### src/verilog/hdmiPkg.sv
// HDMI transmitter
// shared timing, code words and types
package hdmiPkg;

	typedef logic [9:0] pixelCoordT;
	typedef logic [7:0] colorT;
	typedef logic [1:0] ctlT;
	typedef logic [3:0] nibbleT;
	typedef logic [9:0] symbolT;
	typedef logic [23:0] headerT;
	typedef logic [55:0] subpacketT;
	typedef logic [7:0] parityT;

	typedef enum logic [2:0] {
		islandIdle,
		islandPreamble,
		islandLeadGuard,
		islandPacket,
		islandTrailGuard
	} islandPhaseT;

	////////////////////
	// 640x480 raster
	localparam int displayWidth = 640;
	localparam int displayHeight = 480;
	localparam int fullWidth = 768;
	localparam int fullHeight = 528;
	localparam int hFrontPorch = 16;
	localparam int hSyncWidth = 96;
	localparam int vFrontPorch = 10;
	localparam int vSyncWidth = 2;

	localparam int dataStart = 660;      // first island column
	localparam int dataPreambleLen = 8;
	localparam int guardLen = 2;
	localparam int packetLen = 32;
	localparam int ctlEnd = fullWidth - dataPreambleLen - guardLen; // video preamble start

	////////////////////
	// code words
	localparam symbolT ctlCodes [4] = '{
		10'b1101010100,
		10'b0010101011,
		10'b0101010100,
		10'b1010101011
	};
	localparam symbolT videoGuardRb = 10'b1011001100;
	localparam symbolT dataVideoGuardG = 10'b0100110011;

	// AVI infoframe
	localparam headerT aviHeader = 24'h0D0282;
	localparam subpacketT aviSubpacket0 = 56'h0000010019107B;
	localparam subpacketT aviSubpacket1 = 56'h0501000005BF00;

	localparam parityT bchPoly = 8'hC1;  // x^8 + x^7 + x^6 + 1 taps

endpackage
### src/verilog/hdmiTx.sv
// HDMI source transmitter
// 640x480 at one pixel per clock
`timescale 1ns/100ps

module hdmiTx import hdmiPkg::*; (
	input logic pixclk,
	input logic arstN,
	input logic [23:0] rgb,      // red in the top byte
	output symbolT tmdsRed,
	output symbolT tmdsGreen,
	output symbolT tmdsBlue
);

	islandPhaseT islandPhase;
	logic hSync, vSync, drawArea, videoGuard;
	ctlT ctlRed, ctlGreen;
	logic tercData, dataGuard;
	nibbleT dataCh0, dataCh1, dataCh2;
	symbolT tmdsR, tmdsG, tmdsB;
	symbolT tercR, tercG, tercB;

	////////////////////
	// stage 0 and 1
	videoTiming i_videoTiming (.pixclk, .arstN, .column(), .islandPhase, .hSync, .vSync,
		.drawArea, .videoGuard, .ctlRed, .ctlGreen);

	islandPacker i_islandPacker (.pixclk, .arstN, .islandPhase, .hSync, .vSync,
		.tercData, .dataGuard, .dataCh0, .dataCh1, .dataCh2);

	////////////////////
	// stage 2 encoders
	tmdsEncoder i_tmdsRed (.pixclk, .arstN, .videoData(rgb[23:16]), .ctlData(ctlRed),
		.dataEnable(drawArea), .symbol(tmdsR));
	tmdsEncoder i_tmdsGreen (.pixclk, .arstN, .videoData(rgb[15:8]), .ctlData(ctlGreen),
		.dataEnable(drawArea), .symbol(tmdsG));
	tmdsEncoder i_tmdsBlue (.pixclk, .arstN, .videoData(rgb[7:0]), .ctlData({vSync, hSync}),
		.dataEnable(drawArea), .symbol(tmdsB));

	terc4Encoder i_tercRed (.pixclk, .arstN, .data(dataCh2), .symbol(tercR));
	terc4Encoder i_tercGreen (.pixclk, .arstN, .data(dataCh1), .symbol(tercG));
	terc4Encoder i_tercBlue (.pixclk, .arstN, .data(dataCh0), .symbol(tercB));

	// stage 3 output select
	symbolMux i_symbolMux (
		.pixclk,
		.arstN,
		.tercData,
		.dataGuard,
		.videoGuard,
		.tmdsR,
		.tmdsG,
		.tmdsB,
		.tercR,
		.tercG,
		.tercB,
		.tmdsRed,
		.tmdsGreen,
		.tmdsBlue
	);

endmodule

### src/verilog/symbolMux.sv
// channel symbol select
// guard bands over TERC4 over TMDS
`timescale 1ns/100ps

module symbolMux import hdmiPkg::*; (
	input logic pixclk,
	input logic arstN,
	input logic tercData,
	input logic dataGuard,
	input logic videoGuard,
	input symbolT tmdsR,
	input symbolT tmdsG,
	input symbolT tmdsB,
	input symbolT tercR,
	input symbolT tercG,
	input symbolT tercB,
	output symbolT tmdsRed,
	output symbolT tmdsGreen,
	output symbolT tmdsBlue
);

	// flags lined up with the encoder outputs
	logic tercDataDly;
	logic dataGuardDly;
	logic videoGuardDly;

	always_ff @(posedge pixclk or negedge arstN) begin
		if (!arstN) begin
			tercDataDly <= 1'b0;
			dataGuardDly <= 1'b0;
			videoGuardDly <= 1'b0;
			tmdsRed <= ctlCodes[0];
			tmdsGreen <= ctlCodes[0];
			tmdsBlue <= ctlCodes[0];
		end else begin
			tercDataDly <= tercData;
			dataGuardDly <= dataGuard;
			videoGuardDly <= videoGuard;
			if (videoGuardDly) begin
				tmdsRed <= videoGuardRb;
				tmdsGreen <= dataVideoGuardG;
				tmdsBlue <= videoGuardRb;
			end else if (dataGuardDly) begin
				tmdsRed <= dataVideoGuardG;
				tmdsGreen <= dataVideoGuardG;
				tmdsBlue <= tercB;  // carries the sync nibble
			end else if (tercDataDly) begin
				tmdsRed <= tercR;
				tmdsGreen <= tercG;
				tmdsBlue <= tercB;
			end else begin
				tmdsRed <= tmdsR;
				tmdsGreen <= tmdsG;
				tmdsBlue <= tmdsB;
			end
		end
	end

	guardExclusive: assert property (@(posedge pixclk) disable iff (!arstN)
		!(dataGuard && videoGuard));

endmodule

### src/verilog/terc4Encoder.sv
// TERC4 encoder
`timescale 1ns/100ps

module terc4Encoder import hdmiPkg::*; (
	input logic pixclk,
	input logic arstN,
	input nibbleT data,
	output symbolT symbol
);

	always_ff @(posedge pixclk or negedge arstN) begin
		if (!arstN) begin
			symbol <= '0;
		end else begin
			case (data)
				4'h0: symbol <= 10'b1010011100;
				4'h1: symbol <= 10'b1001100011;
				4'h2: symbol <= 10'b1011100100;
				4'h3: symbol <= 10'b1011100010;
				4'h4: symbol <= 10'b0101110001;
				4'h5: symbol <= 10'b0100011110;
				4'h6: symbol <= 10'b0110001110;
				4'h7: symbol <= 10'b0100111100;
				4'h8: symbol <= 10'b1011001100;
				4'h9: symbol <= 10'b0100111001;
				4'hA: symbol <= 10'b0110011100;
				4'hB: symbol <= 10'b1011000110;
				4'hC: symbol <= 10'b1010001110;
				4'hD: symbol <= 10'b1001110001;
				4'hE: symbol <= 10'b0101100011;
				default: symbol <= 10'b1011000011;  // 4'hF
			endcase
		end
	end

endmodule

### src/verilog/tmdsEncoder.sv
// TMDS video encoder
`timescale 1ns/100ps

module tmdsEncoder import hdmiPkg::*; (
	input logic pixclk,
	input logic arstN,
	input colorT videoData,
	input ctlT ctlData,
	input logic dataEnable,
	output symbolT symbol
);

	logic [3:0] onesData;
	logic useXnor;
	logic [8:0] qm;                  // transition minimised word
	logic signed [4:0] balance;      // ones minus four in qm[7:0]
	logic signed [4:0] disparity;    // running disparity in half units
	logic signed [4:0] disparityNext;
	logic invert;

	always_comb begin
		onesData = 4'($countones(videoData));
		useXnor = (onesData > 4'd4) || (onesData == 4'd4 && !videoData[0]);
		qm[0] = videoData[0];
		for (int i = 1; i < 8; i++)
			qm[i] = qm[i-1] ^ videoData[i] ^ useXnor;
		qm[8] = !useXnor;
		balance = 5'($countones(qm[7:0])) - 5'd4;

		// DC balancing
		if (disparity == 0 || balance == 0) begin
			invert = !qm[8];
			disparityNext = qm[8] ? disparity + balance : disparity - balance;
		end else if (disparity[4] == balance[4]) begin
			invert = 1'b1;  // equal signs flip the word
			disparityNext = disparity + $signed({4'd0, qm[8]}) - balance;
		end else begin
			invert = 1'b0;
			disparityNext = disparity - $signed({4'd0, !qm[8]}) + balance;
		end
	end

	always_ff @(posedge pixclk or negedge arstN) begin
		if (!arstN) begin
			symbol <= ctlCodes[0];
			disparity <= '0;
		end else if (dataEnable) begin
			symbol <= {invert, qm[8], qm[7:0] ^ {8{invert}}};
			disparity <= disparityNext;
		end else begin
			symbol <= ctlCodes[ctlData];  // control period
			disparity <= '0;
		end
	end

	dispCleared: assert property (@(posedge pixclk) disable iff (!arstN)
		$fell(dataEnable) |=> disparity == '0);

endmodule

### src/verilog/islandPacker.sv
// data island packer
// AVI packet bits, BCH parity and TERC4 nibbles
`timescale 1ns/100ps

module islandPacker import hdmiPkg::*; (
	input logic pixclk,
	input logic arstN,
	input islandPhaseT islandPhase,
	input logic hSync,
	input logic vSync,
	output logic tercData,
	output logic dataGuard,
	output nibbleT dataCh0,
	output nibbleT dataCh1,
	output nibbleT dataCh2
);

	headerT headerSr;
	subpacketT subSr [4];
	parityT hdrParity;
	parityT subParity [4];
	logic [4:0] packetOffset;  // cycle within the packet

	logic hdrSending;
	logic subSending;
	logic hdrBit;
	nibbleT evenBits;
	nibbleT oddBits;
	parityT hdrParityNext;
	parityT subParityNext [4];

	// one bit into the BCH remainder
	function automatic parityT bchStep(parityT remainder, logic dataBit);
		bchStep = {remainder[6:0], 1'b0} ^ ((remainder[7] ^ dataBit) ? bchPoly : '0);
	endfunction

	////////////////////
	// data or parity per channel
	always_comb begin
		hdrSending = packetOffset < 5'($bits(headerT));
		subSending = packetOffset < 5'($bits(subpacketT) / 2);
		hdrBit = hdrSending ? headerSr[0] : hdrParity[7];  // parity msb first
		hdrParityNext = hdrSending ? bchStep(hdrParity, headerSr[0]) : {hdrParity[6:0], 1'b0};
		for (int i = 0; i < 4; i++) begin
			if (subSending) begin
				evenBits[i] = subSr[i][0];
				oddBits[i] = subSr[i][1];
				subParityNext[i] = bchStep(bchStep(subParity[i], subSr[i][0]), subSr[i][1]);
			end else begin
				evenBits[i] = subParity[i][7];
				oddBits[i] = subParity[i][6];
				subParityNext[i] = {subParity[i][5:0], 2'b00};
			end
		end
	end

	// packet shift registers and remainders
	always_ff @(posedge pixclk or negedge arstN) begin
		if (!arstN) begin
			headerSr <= '0;
			hdrParity <= '0;
			for (int i = 0; i < 4; i++) begin
				subSr[i] <= '0;
				subParity[i] <= '0;
			end
		end else if (islandPhase == islandLeadGuard) begin
			headerSr <= aviHeader;
			subSr[0] <= aviSubpacket0;
			subSr[1] <= aviSubpacket1;
			subSr[2] <= '0;
			subSr[3] <= '0;
			hdrParity <= '0;
			for (int i = 0; i < 4; i++)
				subParity[i] <= '0;
		end else if (islandPhase == islandPacket) begin
			headerSr <= headerSr >> 1;
			hdrParity <= hdrParityNext;
			for (int i = 0; i < 4; i++) begin
				subSr[i] <= subSr[i] >> 2;
				subParity[i] <= subParityNext[i];
			end
		end
	end

	////////////////////
	// stage 1 outputs
	always_ff @(posedge pixclk or negedge arstN) begin
		if (!arstN) begin
			tercData <= 1'b0;
			dataGuard <= 1'b0;
			packetOffset <= '0;
			dataCh0 <= '0;
			dataCh1 <= '0;
			dataCh2 <= '0;
		end else begin
			tercData <= islandPhase inside {islandLeadGuard, islandPacket, islandTrailGuard};
			dataGuard <= islandPhase inside {islandLeadGuard, islandTrailGuard};
			case (islandPhase)
				islandLeadGuard: begin
					packetOffset <= '0;
					dataCh0 <= {2'b11, vSync, hSync};
				end
				islandPacket: begin
					packetOffset <= packetOffset + 1'b1;
					dataCh0 <= {packetOffset != '0, hdrBit, vSync, hSync};  // bit 3 low on first
					dataCh1 <= evenBits;
					dataCh2 <= oddBits;
				end
				islandTrailGuard: dataCh0 <= {2'b11, vSync, hSync};
				default: ;
			endcase
		end
	end

	offsetHold: assert property (@(posedge pixclk) disable iff (!arstN)
		islandPhase != islandPacket |=>
			(packetOffset == $past(packetOffset)) || (packetOffset == '0));

endmodule

### src/verilog/videoTiming.sv
// raster timing
// counters, sync and line periods
`timescale 1ns/100ps

module videoTiming import hdmiPkg::*; (
	input logic pixclk,
	input logic arstN,
	output pixelCoordT column,
	output islandPhaseT islandPhase,
	output logic hSync,
	output logic vSync,
	output logic drawArea,
	output logic videoGuard,
	output ctlT ctlRed,
	output ctlT ctlGreen
);

	pixelCoordT lineCnt;

	////////////////////
	// stage 0 counters
	always_ff @(posedge pixclk or negedge arstN) begin
		if (!arstN) begin
			column <= '0;
			lineCnt <= '0;
		end else if (column == pixelCoordT'(fullWidth - 1)) begin
			column <= '0;
			lineCnt <= (lineCnt == pixelCoordT'(fullHeight - 1)) ? '0 : lineCnt + 1'b1;
		end else begin
			column <= column + 1'b1;
		end
	end

	// island periods straight from the column
	always_comb begin
		if (column < dataStart)
			islandPhase = islandIdle;
		else if (column < dataStart + dataPreambleLen)
			islandPhase = islandPreamble;
		else if (column < dataStart + dataPreambleLen + guardLen)
			islandPhase = islandLeadGuard;
		else if (column < dataStart + dataPreambleLen + guardLen + packetLen)
			islandPhase = islandPacket;
		else if (column < dataStart + dataPreambleLen + 2 * guardLen + packetLen)
			islandPhase = islandTrailGuard;
		else
			islandPhase = islandIdle;
	end

	////////////////////
	// stage 1 registers
	always_ff @(posedge pixclk or negedge arstN) begin
		if (!arstN) begin
			hSync <= 1'b0;
			vSync <= 1'b0;
			drawArea <= 1'b0;
			videoGuard <= 1'b0;
			ctlRed <= 2'b00;
			ctlGreen <= 2'b00;
		end else begin
			hSync <= (column >= displayWidth + hFrontPorch) &&
				(column < displayWidth + hFrontPorch + hSyncWidth);
			vSync <= (lineCnt >= displayHeight + vFrontPorch) &&
				(lineCnt < displayHeight + vFrontPorch + vSyncWidth);
			drawArea <= (column < displayWidth) && (lineCnt < displayHeight);
			videoGuard <= column >= fullWidth - guardLen;
			if (islandPhase == islandPreamble) begin
				ctlRed <= 2'b01;  // data preamble
				ctlGreen <= 2'b01;
			end else if (column >= ctlEnd && column < fullWidth - guardLen) begin
				ctlRed <= 2'b00;  // video preamble
				ctlGreen <= 2'b01;
			end else begin
				ctlRed <= 2'b00;
				ctlGreen <= 2'b00;
			end
		end
	end

	colInRange: assert property (@(posedge pixclk) disable iff (!arstN)
		column < pixelCoordT'(fullWidth));

endmodule

### config.mk
export PLATFORM = sky130hd
export DESIGN_NAME = hdmiTx
export DESIGN_NICKNAME = d
export VERILOG_FILES = /design/src/verilog/hdmiPkg.sv /design/src/verilog/hdmiTx.sv /design/src/verilog/symbolMux.sv /design/src/verilog/terc4Encoder.sv /design/src/verilog/tmdsEncoder.sv /design/src/verilog/islandPacker.sv /design/src/verilog/videoTiming.sv
export SDC_FILE = /design/constraint.sdc
export NUM_CORES = 1
export LEC_CHECK = 0
export ABC_AREA = 0
export BUFFER_PORTS_ARGS = -buffer_cell sky130_fd_sc_hd__buf_2
export CELL_PAD_IN_SITES_DETAIL_PLACEMENT = 1
export CELL_PAD_IN_SITES_GLOBAL_PLACEMENT = 2
export CORE_ASPECT_RATIO = 0.5
export CORE_MARGIN = 5
export CORE_UTILIZATION = 45
export CTS_CLUSTER_DIAMETER = 100
export DETAILED_ROUTE_END_ITERATION = 7
export GPL_ROUTABILITY_DRIVEN = 0
export PLACE_DENSITY = 0.91
export RECOVER_POWER = 50
export REMOVE_ABC_BUFFERS = 1
export SLEW_MARGIN = 20
export SYNTH_ARGS = -nofsm -noshare
export SYNTH_HDL_FRONTEND = slang
export SYNTH_SLANG_ARGS = --single-unit
export TNS_END_PERCENT = 20
### constraint.sdc
create_clock -name pixclk -period 3.62 [get_ports pixclk]
set_clock_uncertainty 0.05 [all_clocks]
set_input_delay 0.181 -clock pixclk [delete_from_list [all_inputs] [get_ports pixclk]]
set_output_delay 0.181 -clock pixclk [all_outputs]
set_load 0.01 [all_outputs]
==> metrics <==
status=finished with violations; failing checks=max-capacitance violations, max-slew violations, negative setup slack; synth cell count leaders=dfrtp_1 (232), ha_1 (124), nand2_1 (114); Reg2Reg Capture Point=i_tmdsGreen.disparity[4]; Final Slew Violations=92; Antenna diodes=0; initial antenna violation count=0; Clk Latency, worst-skew pair=0.58 ns; Ports=56; Post-DP HPWL=26400 um; RSZ-0062 raised after global routing=yes; Global Route Usage Sum=23.4%; Max Cap Viol=1; combined area of the multi-input logic cells=0.00853 mm2; Filler Cell Count=3354; CP max stage cell=fa_1; worst reg2reg setup slack=0.76 ns; drt pass-1 iters=5; Final Util=58.9%; crit path launch=rgb[14]; Critical Path RT=4.05 ns; DR WL/cell=24.5 um; Yosys top cell by area=dfrtp_1; nets@finish=1770; final setup vio count=42; vias per inst=5.72; area grow syn2layout=27.7%; CTS tree=yes; die height=138 um; most common cell in the netlist=dfrtp_1; starting density of the core=46.1%; CP arrival=6.39 ns; global-route wire length before repair=70600 um; Syn Area/Cell=10.6 um2; Rel. slew slack=-45.0%; Hold Path Class=in2reg; min cycle time layout=5.96 ns; grt total ovfl=0; vias in the first global route=12800; die area=0.0367 mm2; crit share post-route=165%; Vias=11700; delay of the slowest cell on the worst path=0.51 ns; Port Buffers=55; Synth cell types=63; DIE WIDTH=266 um; element type at the critical path end=flop; Final ANT Viol Nets=0; FF-to-FF path depth=11; final hold vios=0; cells after synthesis=1393; final wirelength=50200 um; dominant cells by area after synthesis=dfrtp_1 (39%), ha_1 (11%), dfstp_2 (5.3%); area share of the leading cell type in the synthesized netlist=39.4%; 1st-iter DRT viols=797; share of cells above drive strength 1=30.1%; row count=46; Clock Path Buffers=3; Remaining DRCs=0; Reg-to-Reg Start=i_tmdsGreen.disparity[1]; measured slew at the worst slew-check pin=2.18 ns; CTS root buffer=clkbuf_16; largest net degree at the start of global routing=92; Seq cells post-synth=262; crit path to=i_tmdsGreen.disparity[4]; storage element area=0.00659 mm2; Buf/Inv on CP=8; startpoint types=input pin; Synth Flop Type=dfrtp_1; CTS sink cnt=262; Core ar.=0.0320 mm2; crit-path most repeated cell=ha_4; FMAX=168 MHz; worst setup margin=-2.34 ns; CTS H-tree lvls=1; kind of critical path=in2reg; Async SR Flop Fraction=100%; Warnings, synthesis=0; Crit Path Max Fanout=3; critical path depth=27; clock-pin slew on the worst setup and hold paths=0.08 ns; critical path's top delay family=adder cells; sequential-to-total area share from yosys stat=44.7%; Post-synth EDFFs=0; CTS Buf Count=26; dpl ws=-2.80 ns; Post-Syn Area=0.0148 mm2
-- logic make-up (layout without fill, tap and decap cells) --
| kind of cell | count (synthesis) | count (layout) | synth area share [%] |
|---|---|---|---|
| buffers and inverters | 178 | 398 | 4.67 |
| flip-flops | 262 | 262 | 44.7 |
| multiplexers | 40 | 40 | 2.72 |
| adder cells (fa/ha/maj) | 151 | 151 | 14.2 |
| AND/OR/NAND/NOR | 317 | 317 | 10.1 |
| AO/OA/AOI/OAI | 305 | 305 | 14.3 |
| XOR/XNOR | 140 | 140 | 9.31 |
-- registers in the layout (all words and copies together), names as in the netlist, 8 cells and up --
register and flops:
i_islandPacker.subSr 50, i_symbolMux.tmdsBlue 10, i_tmdsRed.symbol 10, i_videoTiming.lineCnt 10, i_islandPacker.hdrParity 8, i_tmdsBlue.symbol 10
i_tercRed.symbol 10, i_tercGreen.symbol 10, i_islandPacker.subParity 32, i_tmdsGreen.symbol 10, i_tercBlue.symbol 10, i_islandPacker.headerSr 19
i_symbolMux.tmdsRed 10, i_symbolMux.tmdsGreen 10, i_videoTiming.column 10
-- how the worst min path moves through the flow --
stage	depth (start not counted)	slack (ns)	endpoint	from
after global routing	4	0.08	i_tmdsGreen.symbol[0]	rgb[8]
after global placement	1	0.19	i_islandPacker.headerSr[14]	arstN
after floorplan	0	-0.16	i_islandPacker.dataCh0[0]	arstN
final	4	0.08	i_tmdsGreen.symbol[0]	rgb[8]
after CTS	4	0.03	i_tmdsBlue.symbol[0]	rgb[0]
after detailed placement	1	0.20	i_islandPacker.headerSr[10]	arstN
-- cell type report --
type | count | area share [%]
multi-input combinational | 953 | 45.3
clock buffer | 38 | 4.01
inverter | 112 | 2.46
sequential | 262 | 35.0
clock inverter | 10 | 0.485
timing repair buffer | 238 | 9.89
tap | 432 | 2.87
-- metal layers --
layer	vias to the layer above	part of all wire (%)	wire [um]	global-route usage, %
met3	186	4.1	2080	3.62
met4	0	5.6	2820	9.01
met1	5999	40	20300	29.0
li1	5161	-	-	-
met5	-	0	0	0
met2	353	50	25000	41.3
-- per-stage QoR --
step	setup TNS [ns]	instances	hold slack (ns)	area [um2]
detailed placement	-106.09	1956	0.202	16400
global route	-83.82	2045	0.0766	18800
floorplan	-109.35	1327	-0.165	14500
global placement	-94.34	1956	0.185	16400
CTS	-66.08	2023	0.0266	18300
finish	-81.56	2045	0.0801	18800
-- repair_timing --
| item | in CTS | in global routing |
|---|---|---|
| setup buffers | 20 | 23 |
| pin swaps | 103 | 77 |
| endpoints found under the setup margin | 42 | 42 |
| endpoints found under the hold margin | 88 | 0 |
| hold buffers | 1 | 0 |
| resized for setup | 191 | 89 |
-- tightest hold or removal path, stage by stage --
cell     delay, ns
buf_2         0.10
buf_4         0.13
xnor2_1       0.14
a21o_1        0.12
-- cells in the final DEF (no fill, tap or decap), drive strengths merged, types with 21 or more instances in the layout --
| cell | instances |
|---|---|
| a21o | 22 |
| a21oi | 80 |
| a22o | 67 |
| buf | 218 |
| clkbuf | 57 |
| dfrtp | 232 |
| dfstp | 30 |
| fa | 27 |
| ha | 124 |
| inv | 114 |
| mux2i | 39 |
| nand2 | 115 |
| nand3 | 21 |
| nor2 | 84 |
| o21ai | 53 |
| o22a | 22 |
| xnor2 | 90 |
| xor2 | 41 |
Power is not shown: default switching activity piles up to over one toggle a cycle in this logic, so the estimate is an artifact.
